**src/led_test_pkg.sv**
```systemverilog
// shared types for the board LED self-test panel
// holds the pin vector widths, the counter width used for the debounce
// and step timers, and the direction encoding of the scanner FSM
// every design file picks these up with a wildcard import in its header

`default_nettype none

package led_test_pkg;

	// raw key pins, active low
	// bit 0 pauses and resumes the scanner, bit 1 reverses it
	typedef logic [1:0] key_vec_t;

	// push buttons, mirrored straight onto the first board LEDs
	typedef logic [3:0] btn_vec_t;

	// board status LEDs
	// [3:0] buttons, [4] scan direction is up, [5] scanner paused
	typedef logic [5:0] board_led_t;

	// width of the debounce and step counters
	// 24 bits covers up to about 16.7M cycles, enough for a
	// quarter second step at a 27 MHz slow_clk
	typedef logic [23:0] cycle_cnt_t;

	// direction FSM of the bouncing scanner
	// DIR_UP walks towards the top bit, DIR_DOWN back to bit 0
	typedef enum logic {
		DIR_UP   = 1'b0,
		DIR_DOWN = 1'b1
	} scan_dir_t;

endpackage

`default_nettype wire

```
**src/btn_sync.sv**
```systemverilog
// two-stage synchroniser for the push button vector
// keeps metastable button edges away from the board LED drivers
// a button value shows up on btn_out two clocks after it is sampled

`timescale 1ns/10ps
`default_nettype none

module btn_sync
	import led_test_pkg::*;
(
	input  logic     slow_clk,
	input  logic     rst,
	input  btn_vec_t btn_raw,
	output btn_vec_t btn_out
);

	// first stage may go metastable, never read it elsewhere
	btn_vec_t btn_meta;

	always_ff @(posedge slow_clk, posedge rst) begin
		if (rst) begin
			btn_meta <= '0;
			btn_out <= '0;
		end else begin
			btn_meta <= btn_raw;
			// second stage has had a full clock to settle
			btn_out <= btn_meta;
		end
	end

endmodule

`default_nettype wire

```
**src/key_debounce.sv**
```systemverilog
// debouncer for one active-low key
// the pin is brought in through a two flip-flop synchroniser, then a
// counter checks that the new value is seen on DEBOUNCE_CYCLES
// consecutive clocks before the debounced level follows it
// pressed is the clean level, press a one-cycle strobe on each new press
// from the first edge that samples the new pin value, the level and the
// strobe's effect land DEBOUNCE_CYCLES+1 edges later

`timescale 1ns/10ps
`default_nettype none

module key_debounce
	import led_test_pkg::*;
#(
	parameter int DEBOUNCE_CYCLES = 16
) (
	input  logic slow_clk,
	input  logic rst,
	input  logic key_n,
	output logic pressed,
	output logic press
);

	// synchroniser stages, raw pin polarity so reset means released
	logic key_meta;
	logic key_sync;
	// synchronised key in pressed polarity
	logic key_down;
	// cycles the synchronised key has disagreed with the level
	cycle_cnt_t stable_cnt;
	logic level;
	logic differs;
	logic hit;

	always_ff @(posedge slow_clk, posedge rst) begin
		if (rst) begin
			key_meta <= 1'b1;
			key_sync <= 1'b1;
		end else begin
			key_meta <= key_n;
			key_sync <= key_meta;
		end
	end

	assign key_down = ~key_sync;
	assign differs = (key_down != level);

	// this cycle is the DEBOUNCE_CYCLES-th one in a row with a new value
	assign hit = differs && (stable_cnt == cycle_cnt_t'(DEBOUNCE_CYCLES - 1));

	always_ff @(posedge slow_clk, posedge rst) begin
		if (rst) begin
			stable_cnt <= '0;
			level <= 1'b0;
		end else if (!differs) begin
			// agreement again, any glitch so far is forgotten
			stable_cnt <= '0;
		end else if (hit) begin
			level <= key_down;
			stable_cnt <= '0;
		end else begin
			stable_cnt <= stable_cnt + 1'b1;
		end
	end

	assign pressed = level;

	// strobe sits in the cycle before the level commits
	// only a change towards pressed makes one, releases stay silent
	assign press = hit && key_down;

endmodule

`default_nettype wire

```
**src/led_scanner.sv**
```systemverilog
// bouncing single-LED scanner for the green LED bar
// one lit bit walks up to the top of the bar and back down to bit 0,
// one position per step tick, period 2*(NUM_LEDS-1) ticks
// pause_press toggles the pause flag, reverse_press flips the direction
// both strobes act on the edge where they are high
// NUM_LEDS must be at least 3

`timescale 1ns/10ps
`default_nettype none

module led_scanner
	import led_test_pkg::*;
#(
	parameter int NUM_LEDS = 8
) (
	input  logic                slow_clk,
	input  logic                rst,
	input  logic                step,
	input  logic                pause_press,
	input  logic                reverse_press,
	output logic [NUM_LEDS-1:0] bar,
	output scan_dir_t           dir,
	output logic                paused
);

	logic [NUM_LEDS-1:0] bar_next;
	// direction after a reverse request and the end rule
	scan_dir_t dir_turned;
	scan_dir_t dir_next;
	logic move;

	function automatic scan_dir_t flip_dir(input scan_dir_t d);
		return (d == DIR_UP) ? DIR_DOWN : DIR_UP;
	endfunction

	// at either end the direction always points back into the bar
	function automatic scan_dir_t end_rule(input logic [NUM_LEDS-1:0] pos,
			input scan_dir_t d);
		scan_dir_t r;
		r = d;
		if (pos[NUM_LEDS-1] && d == DIR_UP)
			r = DIR_DOWN;
		else if (pos[0] && d == DIR_DOWN)
			r = DIR_UP;
		return r;
	endfunction

	// pause is judged on the flag as it stands before this edge
	assign move = step && !paused;

	always_comb begin
		// reverse first, then the end rule, so a flip at an end is undone
		dir_turned = end_rule(bar, reverse_press ? flip_dir(dir) : dir);
		bar_next = bar;
		dir_next = dir_turned;
		if (move) begin
			if (dir_turned == DIR_UP)
				bar_next = bar << 1;
			else
				bar_next = bar >> 1;
			// turn around as soon as the lit bit lands on an end
			dir_next = end_rule(bar_next, dir_turned);
		end
	end

	always_ff @(posedge slow_clk, posedge rst) begin
		if (rst) begin
			// LED 0 lit, heading up
			bar <= {{(NUM_LEDS - 1){1'b0}}, 1'b1};
			dir <= DIR_UP;
			paused <= 1'b0;
		end else begin
			bar <= bar_next;
			dir <= dir_next;
			paused <= paused ^ pause_press;
		end
	end

endmodule

`default_nettype wire

```
**src/led_test_top.sv**
```systemverilog
// top level of the board LED self-test panel
// key 0 pauses and resumes the bouncing scanner on ledg, key 1 reverses it
// the four buttons are mirrored on led[3:0], led[4] is high while the scan
// heads up and led[5] is high while the scan is paused
// everything runs on slow_clk, the step tick is only a clock enable
// defaults assume slow_clk at 27 MHz, 10 ms debounce and 4 steps a second

`timescale 1ns/10ps
`default_nettype none

module led_test_top
	import led_test_pkg::*;
#(
	parameter int NUM_LEDS        = 8,
	parameter int DEBOUNCE_CYCLES = 270_000,
	parameter int STEP_CYCLES     = 6_750_000
) (
	input  logic                slow_clk,
	input  logic                rst,
	input  key_vec_t            key,
	input  btn_vec_t            btn,
	output board_led_t          led,
	output logic [NUM_LEDS-1:0] ledg
);

	logic pause_press;
	logic reverse_press;
	logic step;
	logic paused;
	scan_dir_t dir;
	btn_vec_t btn_s;
	logic [NUM_LEDS-1:0] bar;

	// pause key, only the press strobe is needed here
	key_debounce #(
		.DEBOUNCE_CYCLES(DEBOUNCE_CYCLES)
	) u_key_pause (
		.slow_clk(slow_clk),
		.rst     (rst),
		.key_n   (key[0]),
		.pressed (),
		.press   (pause_press)
	);

	// reverse key
	key_debounce #(
		.DEBOUNCE_CYCLES(DEBOUNCE_CYCLES)
	) u_key_reverse (
		.slow_clk(slow_clk),
		.rst     (rst),
		.key_n   (key[1]),
		.pressed (),
		.press   (reverse_press)
	);

	btn_sync u_btn_sync (
		.slow_clk(slow_clk),
		.rst     (rst),
		.btn_raw (btn),
		.btn_out (btn_s)
	);

	step_timer #(
		.STEP_CYCLES(STEP_CYCLES)
	) u_step_timer (
		.slow_clk(slow_clk),
		.rst     (rst),
		.step    (step)
	);

	led_scanner #(
		.NUM_LEDS(NUM_LEDS)
	) u_scanner (
		.slow_clk     (slow_clk),
		.rst          (rst),
		.step         (step),
		.pause_press  (pause_press),
		.reverse_press(reverse_press),
		.bar          (bar),
		.dir          (dir),
		.paused       (paused)
	);

	assign ledg = bar;

	// status LEDs, buttons in the low nibble
	assign led = {paused, (dir == DIR_UP), btn_s};

endmodule

`default_nettype wire

```
**src/step_timer.sv**
```systemverilog
// step tick generator for the LED scanner
// a free-running counter wraps every STEP_CYCLES clocks and raises step
// for one cycle after each wrap
// step is a clock enable, the scanner stays in the slow_clk domain
// first tick is high in cycle STEP_CYCLES after reset release

`timescale 1ns/10ps
`default_nettype none

module step_timer
	import led_test_pkg::*;
#(
	parameter int STEP_CYCLES = 4
) (
	input  logic slow_clk,
	input  logic rst,
	output logic step
);

	cycle_cnt_t cycle_cnt;
	logic wrap;

	// last count of the period
	assign wrap = (cycle_cnt == cycle_cnt_t'(STEP_CYCLES - 1));

	always_ff @(posedge slow_clk, posedge rst) begin
		if (rst) begin
			cycle_cnt <= '0;
			step <= 1'b0;
		end else begin
			if (wrap)
				cycle_cnt <= '0;
			else
				cycle_cnt <= cycle_cnt + 1'b1;
			// registered so the tick is glitch free and low in reset
			step <= wrap;
		end
	end

endmodule

`default_nettype wire

```
**config.mk**
```make
export PLATFORM = sky130hd
export DESIGN_NAME = led_test_top
export DESIGN_NICKNAME = d
export VERILOG_FILES = /design/src/led_test_pkg.sv /design/src/btn_sync.sv /design/src/key_debounce.sv /design/src/led_scanner.sv /design/src/led_test_top.sv /design/src/step_timer.sv
export SDC_FILE = /design/constraint.sdc
export NUM_CORES = 1
export LEC_CHECK = 0
export BUFFER_PORTS_ARGS = -buffer_cell sky130_fd_sc_hd__buf_4
export CAP_MARGIN = 40
export CORE_UTILIZATION = 30
export DETAILED_ROUTE_END_ITERATION = 8
export GPL_ROUTABILITY_DRIVEN = 0
export GPL_TIMING_DRIVEN = 0
export PLACE_DENSITY = 0.5
export SLEW_MARGIN = 0
export SYNTH_ARGS = -nofsm -noshare
export SYNTH_HDL_FRONTEND = slang
export SYNTH_SLANG_ARGS = --single-unit
```
**constraint.sdc**
```tcl
create_clock -name slow_clk -period 3.12 [get_ports slow_clk]
set_input_delay 0.312 -clock slow_clk [delete_from_list [all_inputs] [get_ports slow_clk]]
set_output_delay 0.312 -clock slow_clk [all_outputs]
set_load 0.005 [all_outputs]
```
### After elaboration in Yosys (flattened, before gate mapping)

Cells that the tools add are included.

* register bits: 97
* input port bits: 8
* output and inout port bits: 14

* add/subtract/negate cells: 3
* eq/ne operators: 5
* muxes and demuxes: 14
* bitwise operators: 6
* reduce and logical (&&, ||, !) cells: 12

Operators by type and width (number)
* $mux 24: 5
* $add 24x1->24 const B: 3
* $eq 24x19->1 const B: 2
* $eq 24x23->1 const B: 1
* $mux 8: 2
* $logic_and 1x1->1: 9
* $mux 1: 7
* $not 1->1: 5
* $reduce_and 2->1: 2
* $ne 1x1->1: 2
* $logic_not 1->1: 1
* $xor 1x1->1: 1

### Logic depth before layout (Yosys ltp)

* word-level depth: 14
* depth in mapped cells: 7

### Modules after synthesis

From an unflattened synthesis, not the netlist that was laid out.

* cells, all modules: 467
* area total of the unflattened synthesis: 4705.8 µm²

By module, submodules not included
* key_debounce: times used 2, cells an instance 139, area each 1357.6 µm²
* step_timer: times used 1, cells an instance 129, area each 1276.2 µm²
* led_scanner: times used 1, cells an instance 49, area each 499.2 µm²
* btn_sync: times used 1, cells an instance 9, area each 203.9 µm²
* led_test_top: times used 1, cells an instance 2, area each 11.3 µm²

### Worst setup path after synthesis

Ideal clock, no wire load.

* kind: register to register
* start: register u_key_reverse.stable_cnt[0]
* end: register u_scanner.bar[2]
* library setup time: 0.126 ns
* arrival time: 1.690 ns
* required time: 2.994 ns
* setup slack: 1.304 ns
* cell stages (with the launch flop): 7
* path through: dfrtp_1 ha_1 and4_1 and4_1 a22oi_1 nor2_1 a221o_1

* cells in the longest elaborated chain, start to end: 9

RTL lines
* start: declaration: line key_debounce.sv:30 `cycle_cnt_t stable_cnt;`
* start signal: assignment: line key_debounce.sv:62 `stable_cnt <= stable_cnt + 1'b1;`
* $eq 24x19->1 *: line key_debounce.sv:49 `assign hit = differs && (stable_cnt == cycle_cnt_t'(DEBOUNCE_CYCLES - 1));`
* $logic_and 1x1->1 *: line key_debounce.sv:49
* $logic_and 1x1->1 *: line key_debounce.sv:70 `assign press = hit && key_down;`
* $mux 1 *: line led_scanner.sv:53 `dir_turned = end_rule(bar, reverse_press ? flip_dir(dir) : dir);`
* $logic_and 1x1->1 or $not 1->1 (tied branches): line led_scanner.sv:43, led_scanner.sv:41
* $mux 1 or $logic_and 1x1->1 (tied branches): line led_scanner.sv:43, led_scanner.sv:41
* $mux 1 *: line led_scanner.sv:41 `if (pos[NUM_LEDS-1] && d == DIR_UP)`
* $mux 8 *: line led_scanner.sv:57 `if (dir_turned == DIR_UP)`
* $mux 8 *: line led_scanner.sv:56 `if (move) begin`
* end signal: assignment: line led_scanner.sv:69 `bar <= {{(NUM_LEDS - 1){1'b0}}, 1'b1};`
* end signal: assignment: line led_scanner.sv:73 `bar <= bar_next;`
* end: declaration: line led_scanner.sv:21 `output logic [NUM_LEDS-1:0] bar,`

Every way passes the cells marked *; elsewhere a longest branch is shown, timed or not. The select of a mux whose other input is x is not followed.
A chain may end at the register's enable or synchronous reset.

### Worst setup path in the final report

* start: register u_key_reverse.stable_cnt[15]
* end: register u_key_reverse.stable_cnt[17]

* cells in the longest elaborated chain, start to end: 4

RTL lines
* branches (longest 2 deep; another with $add 24x1->24)
* $mux 24 *: line key_debounce.sv:58 `end else if (hit) begin`
* $mux 24 *: line key_debounce.sv:55 `end else if (!differs) begin`

Every way passes the cells marked *.

==> results.py <==
metrics = {
    "outcome": {
        "status": "completed",
    },
    "final_layout": {
        "drive_above_1_share_pct": 11.2,
        "nFillCells": 1487,
        "instances_no_fill": 656,
        "n_antenna_cell": 0,
        "postLayoutCellArea_mm2": 0.00515,
        "nets": 478,
        "utilization_pct": 35.4,
        "area_growth_syn_to_layout_pct": 15.5,
    },
    "synth": {
        "yosysMostFrequentCell": "dfrtp_1",
        "ys_top_cells_by_area": "dfrtp_1 52%, xor2_1 7.1%, nor2_1 6.5%",
        "synth_flop_cell": "dfrtp_1",
        "yosys.area.top_type": "dfrtp_1",
        "synth_cell_types": 44,
        "async_reset_ff_share_pct": 100,
        "yosysWarnings": 0,
        "syn_inst": 434,
        "synth_edf_count": 0,
        "syn_area_mm2": 0.00446,
        "syn_avg_cell_area_um2": 10.3,
        "ys_ff_latch": 97,
        "mappedNetlistNets": 445,
        "yosysTopAreaCellShare_pct": 51.6,
        "ys_seq_area_share_pct": 54.5,
        "synth_top_cells_by_count": "92 x dfrtp_1, 77 x nor2_1, 36 x xor2_1",
    },
    "timing": {
        "fin_crit_sh_pct": 67.7,
        "post-route-min-period_ps": 2110,
        "setup_tns_ps": 0,
        "worst_pin_slew_ps": 688,
        "fmax_mhz": 473,
        "hold_violations": 0,
        "setup_viol_count_final": 0,
        "drv_slew": 0,
        "slew_headroom_pct": 53.7,
        "finClkSkew_ps": 6.49,
        "fin_hold_ws_ps": 4.68,
        "rsz0062_at_grt": "no",
    },
    "cts": {
        "cts_setup_buffers": 0,
        "clk_latency_ps": 350,
        "clock-sinks": 97,
        "clk_transition_reported_paths_ps": 60,
        "cts_tree": "yes",
        "ctsHoldBuffers": 0,
        "ctsResizeCount": 0,
        "cts_inserted_buffers": 9,
        "h-tree-depth": 3,
        "clockBufferDepth": 2,
        "cts-root-buf": "clkbuf_16",
    },
    "die": {
        "io_pins": 22,
        "row_count": 44,
        "start_util_pct": 30.7,
        "die_height_um": 124,
        "core_region_area_mm2": 0.0145,
        "die_w_um": 124,
        "fp.dieArea_mm2": 0.0154,
    },
    "routing": {
        "vias": 3102,
        "viasPerCell": 4.73,
        "firstDrtPassIters": 4,
        "drc": 0,
        "final_antenna_net_count": 0,
        "routed_wl_mm": 8.52,
        "drtIter0Drc": 155,
        "wl_per_cell_um": 13.0,
    },
    "worst_setup_path": {
        "crit_arrival_ps": 2340,
        "startpoint_type": "flip-flop",
        "crit_required_ps": 3340,
        "worstPathMaxFanout": 10,
        "critPathKind": "reg2reg",
        "cp-end-kind": "flip-flop",
    },
    "global_route": {
        "grt.total_usage_pct": 12.6,
        "grt_overflow": 0,
        "grt_pass1_wl_mm": 14.8,
        "grt_max_degree": 62,
        "antenna_found_initial": 0,
        "grt_pass1_vias": 3089,
    },
    "pwr": {
        "p_leak_nw": 2.27,
        "ir_drop_mv": 0.333,
        "power_density_mw_per_mm2": 464,
    },
    "placement": {
        "placedInstanceArea_mm2": 0.00488,
        "dp_cells": 640,
        "io_buffers": 21,
        "dp_hpwl_mm": 5.80,
    },
    "min_path": {
        "hp-class": "in2async",
    },
    "job": {
        "drv_cap": 0,
    },
}
[metrics by stage]
| stage | worst slack (ps) | power (mW) |
|---|---|---|
| after global routing | 799 | 2.50 |
| after CTS | 973 | 2.44 |
| after detailed placement | 995 | 1.38 |
| after floorplan | 283 | 1.34 |
| final | 1010 | 2.39 |
| after global placement | -1040 | 1.37 |
[path summary, 6_finish.rpt]
check | end | cells after the start | start | slack (ps)
max | u_key_reverse.stable_cnt[17]$_DFF_PP0_ | 6 | u_key_reverse.stable_cnt[15]$_DFF_PP0_ | 1010
min | u_key_pause.stable_cnt[15]$_DFF_PP0_ | 2 | rst | 5
max reg2reg | u_key_reverse.stable_cnt[17]$_DFF_PP0_ | 6 | u_key_reverse.stable_cnt[15]$_DFF_PP0_ | 1010
min reg2reg | u_btn_sync.btn_out[2]$_DFF_PP0_ | 0 | u_btn_sync.btn_meta[2]$_DFF_PP0_ | 350
max in group asynchronous | u_scanner.bar[2]$_DFFE_PP0P_ | 3 | rst | 2460
min in group slow_clk | u_key_reverse.key_meta$_DFF_PP1_ | 1 | key[1] | 70
[cell families (layout without fill, tap and decap cells)]
family / after synthesis / after routing / synth area share, %
AO/OA/AOI/OAI: 23 / 23 / 3.48
XOR/XNOR: 68 / 68 / 13.3
adder cells (fa/ha/maj): 3 / 3 / 0.841
buffers and inverters: 20 / 58 / 2.36
flip-flops: 97 / 97 / 54.5
multiplexers: 1 / 1 / 0.224
AND/OR/NAND/NOR: 222 / 222 / 25.2
[cell type report]
type	instances	area, um2	share of cell area, %
timing repair buffer	22	185	3.59
buffer	11	71.3	1.38
inverter	9	36.3	0.704
clock buffer	16	272	5.27
tap	184	230	4.47
sequential	97	2430	47.2
multi-input combinational	317	1920	37.3
[per-layer routing]
layer,global-route usage [%],share of wire (%),up-vias
met3,2.66,2.7,16
li1,-,-,1545
met1,16.2,49,1503
met2,19.5,46,38
met4,7.37,2.8,0
met5,0,0,-
[state kept, by name (all words and copies together), names as in the netlist]
register and cells:
u_key_pause.key_meta 1, u_key_reverse.stable_cnt 24, u_key_reverse.key_meta 1, u_scanner.paused 1, u_key_reverse.pressed 1, u_step_timer.cycle_cnt 24, u_btn_sync.btn_out 4, u_btn_sync.btn_meta 4
u_step_timer.step 1, u_key_pause.key_sync 1, u_scanner.bar 8, u_key_pause.stable_cnt 24, u_scanner.dir 1, u_key_reverse.key_sync 1, u_key_pause.pressed 1
[cells in the final DEF (no fill, tap or decap), drive strengths merged, types with 2 or more instances in the layout]
cell | synthesis | final
a211oi | 2 | 2
a21oi | 2 | 2
a22o | 2 | 2
a31oi | 2 | 2
and2 | 3 | 3
and3 | 10 | 10
and4 | 11 | 11
buf | 8 | 30
clkbuf | 3 | 19
dfrtp | 92 | 92
dfstp | 5 | 5
ha | 3 | 3
inv | 9 | 9
nand2 | 35 | 35
nand2b | 6 | 6
nand3 | 23 | 23
nand4 | 21 | 21
nor2 | 77 | 77
nor2b | 5 | 5
nor3 | 11 | 11
nor4 | 12 | 12
nor4b | 2 | 2
o21ai | 9 | 9
or2 | 2 | 2
xnor2 | 32 | 32
xor2 | 36 | 36
[worst max-delay path, stage by stage, from the launching register on]
cell and delay [ps]:
dfrtp_1 440, nor4_1 450, and4_1 350, nand4_1 180
nand2_1 220, buf_2 260, nor2_1 80
[where the power goes]
| group | switching, mW | internal (mW) |
|---|---|---|
| Sequential | 0.00893 | 1.27 |
| Combinational | 0.0436 | 0.0230 |
| Clock | 0.455 | 0.587 |
Note: power is estimated with default switching activity, not from simulation.
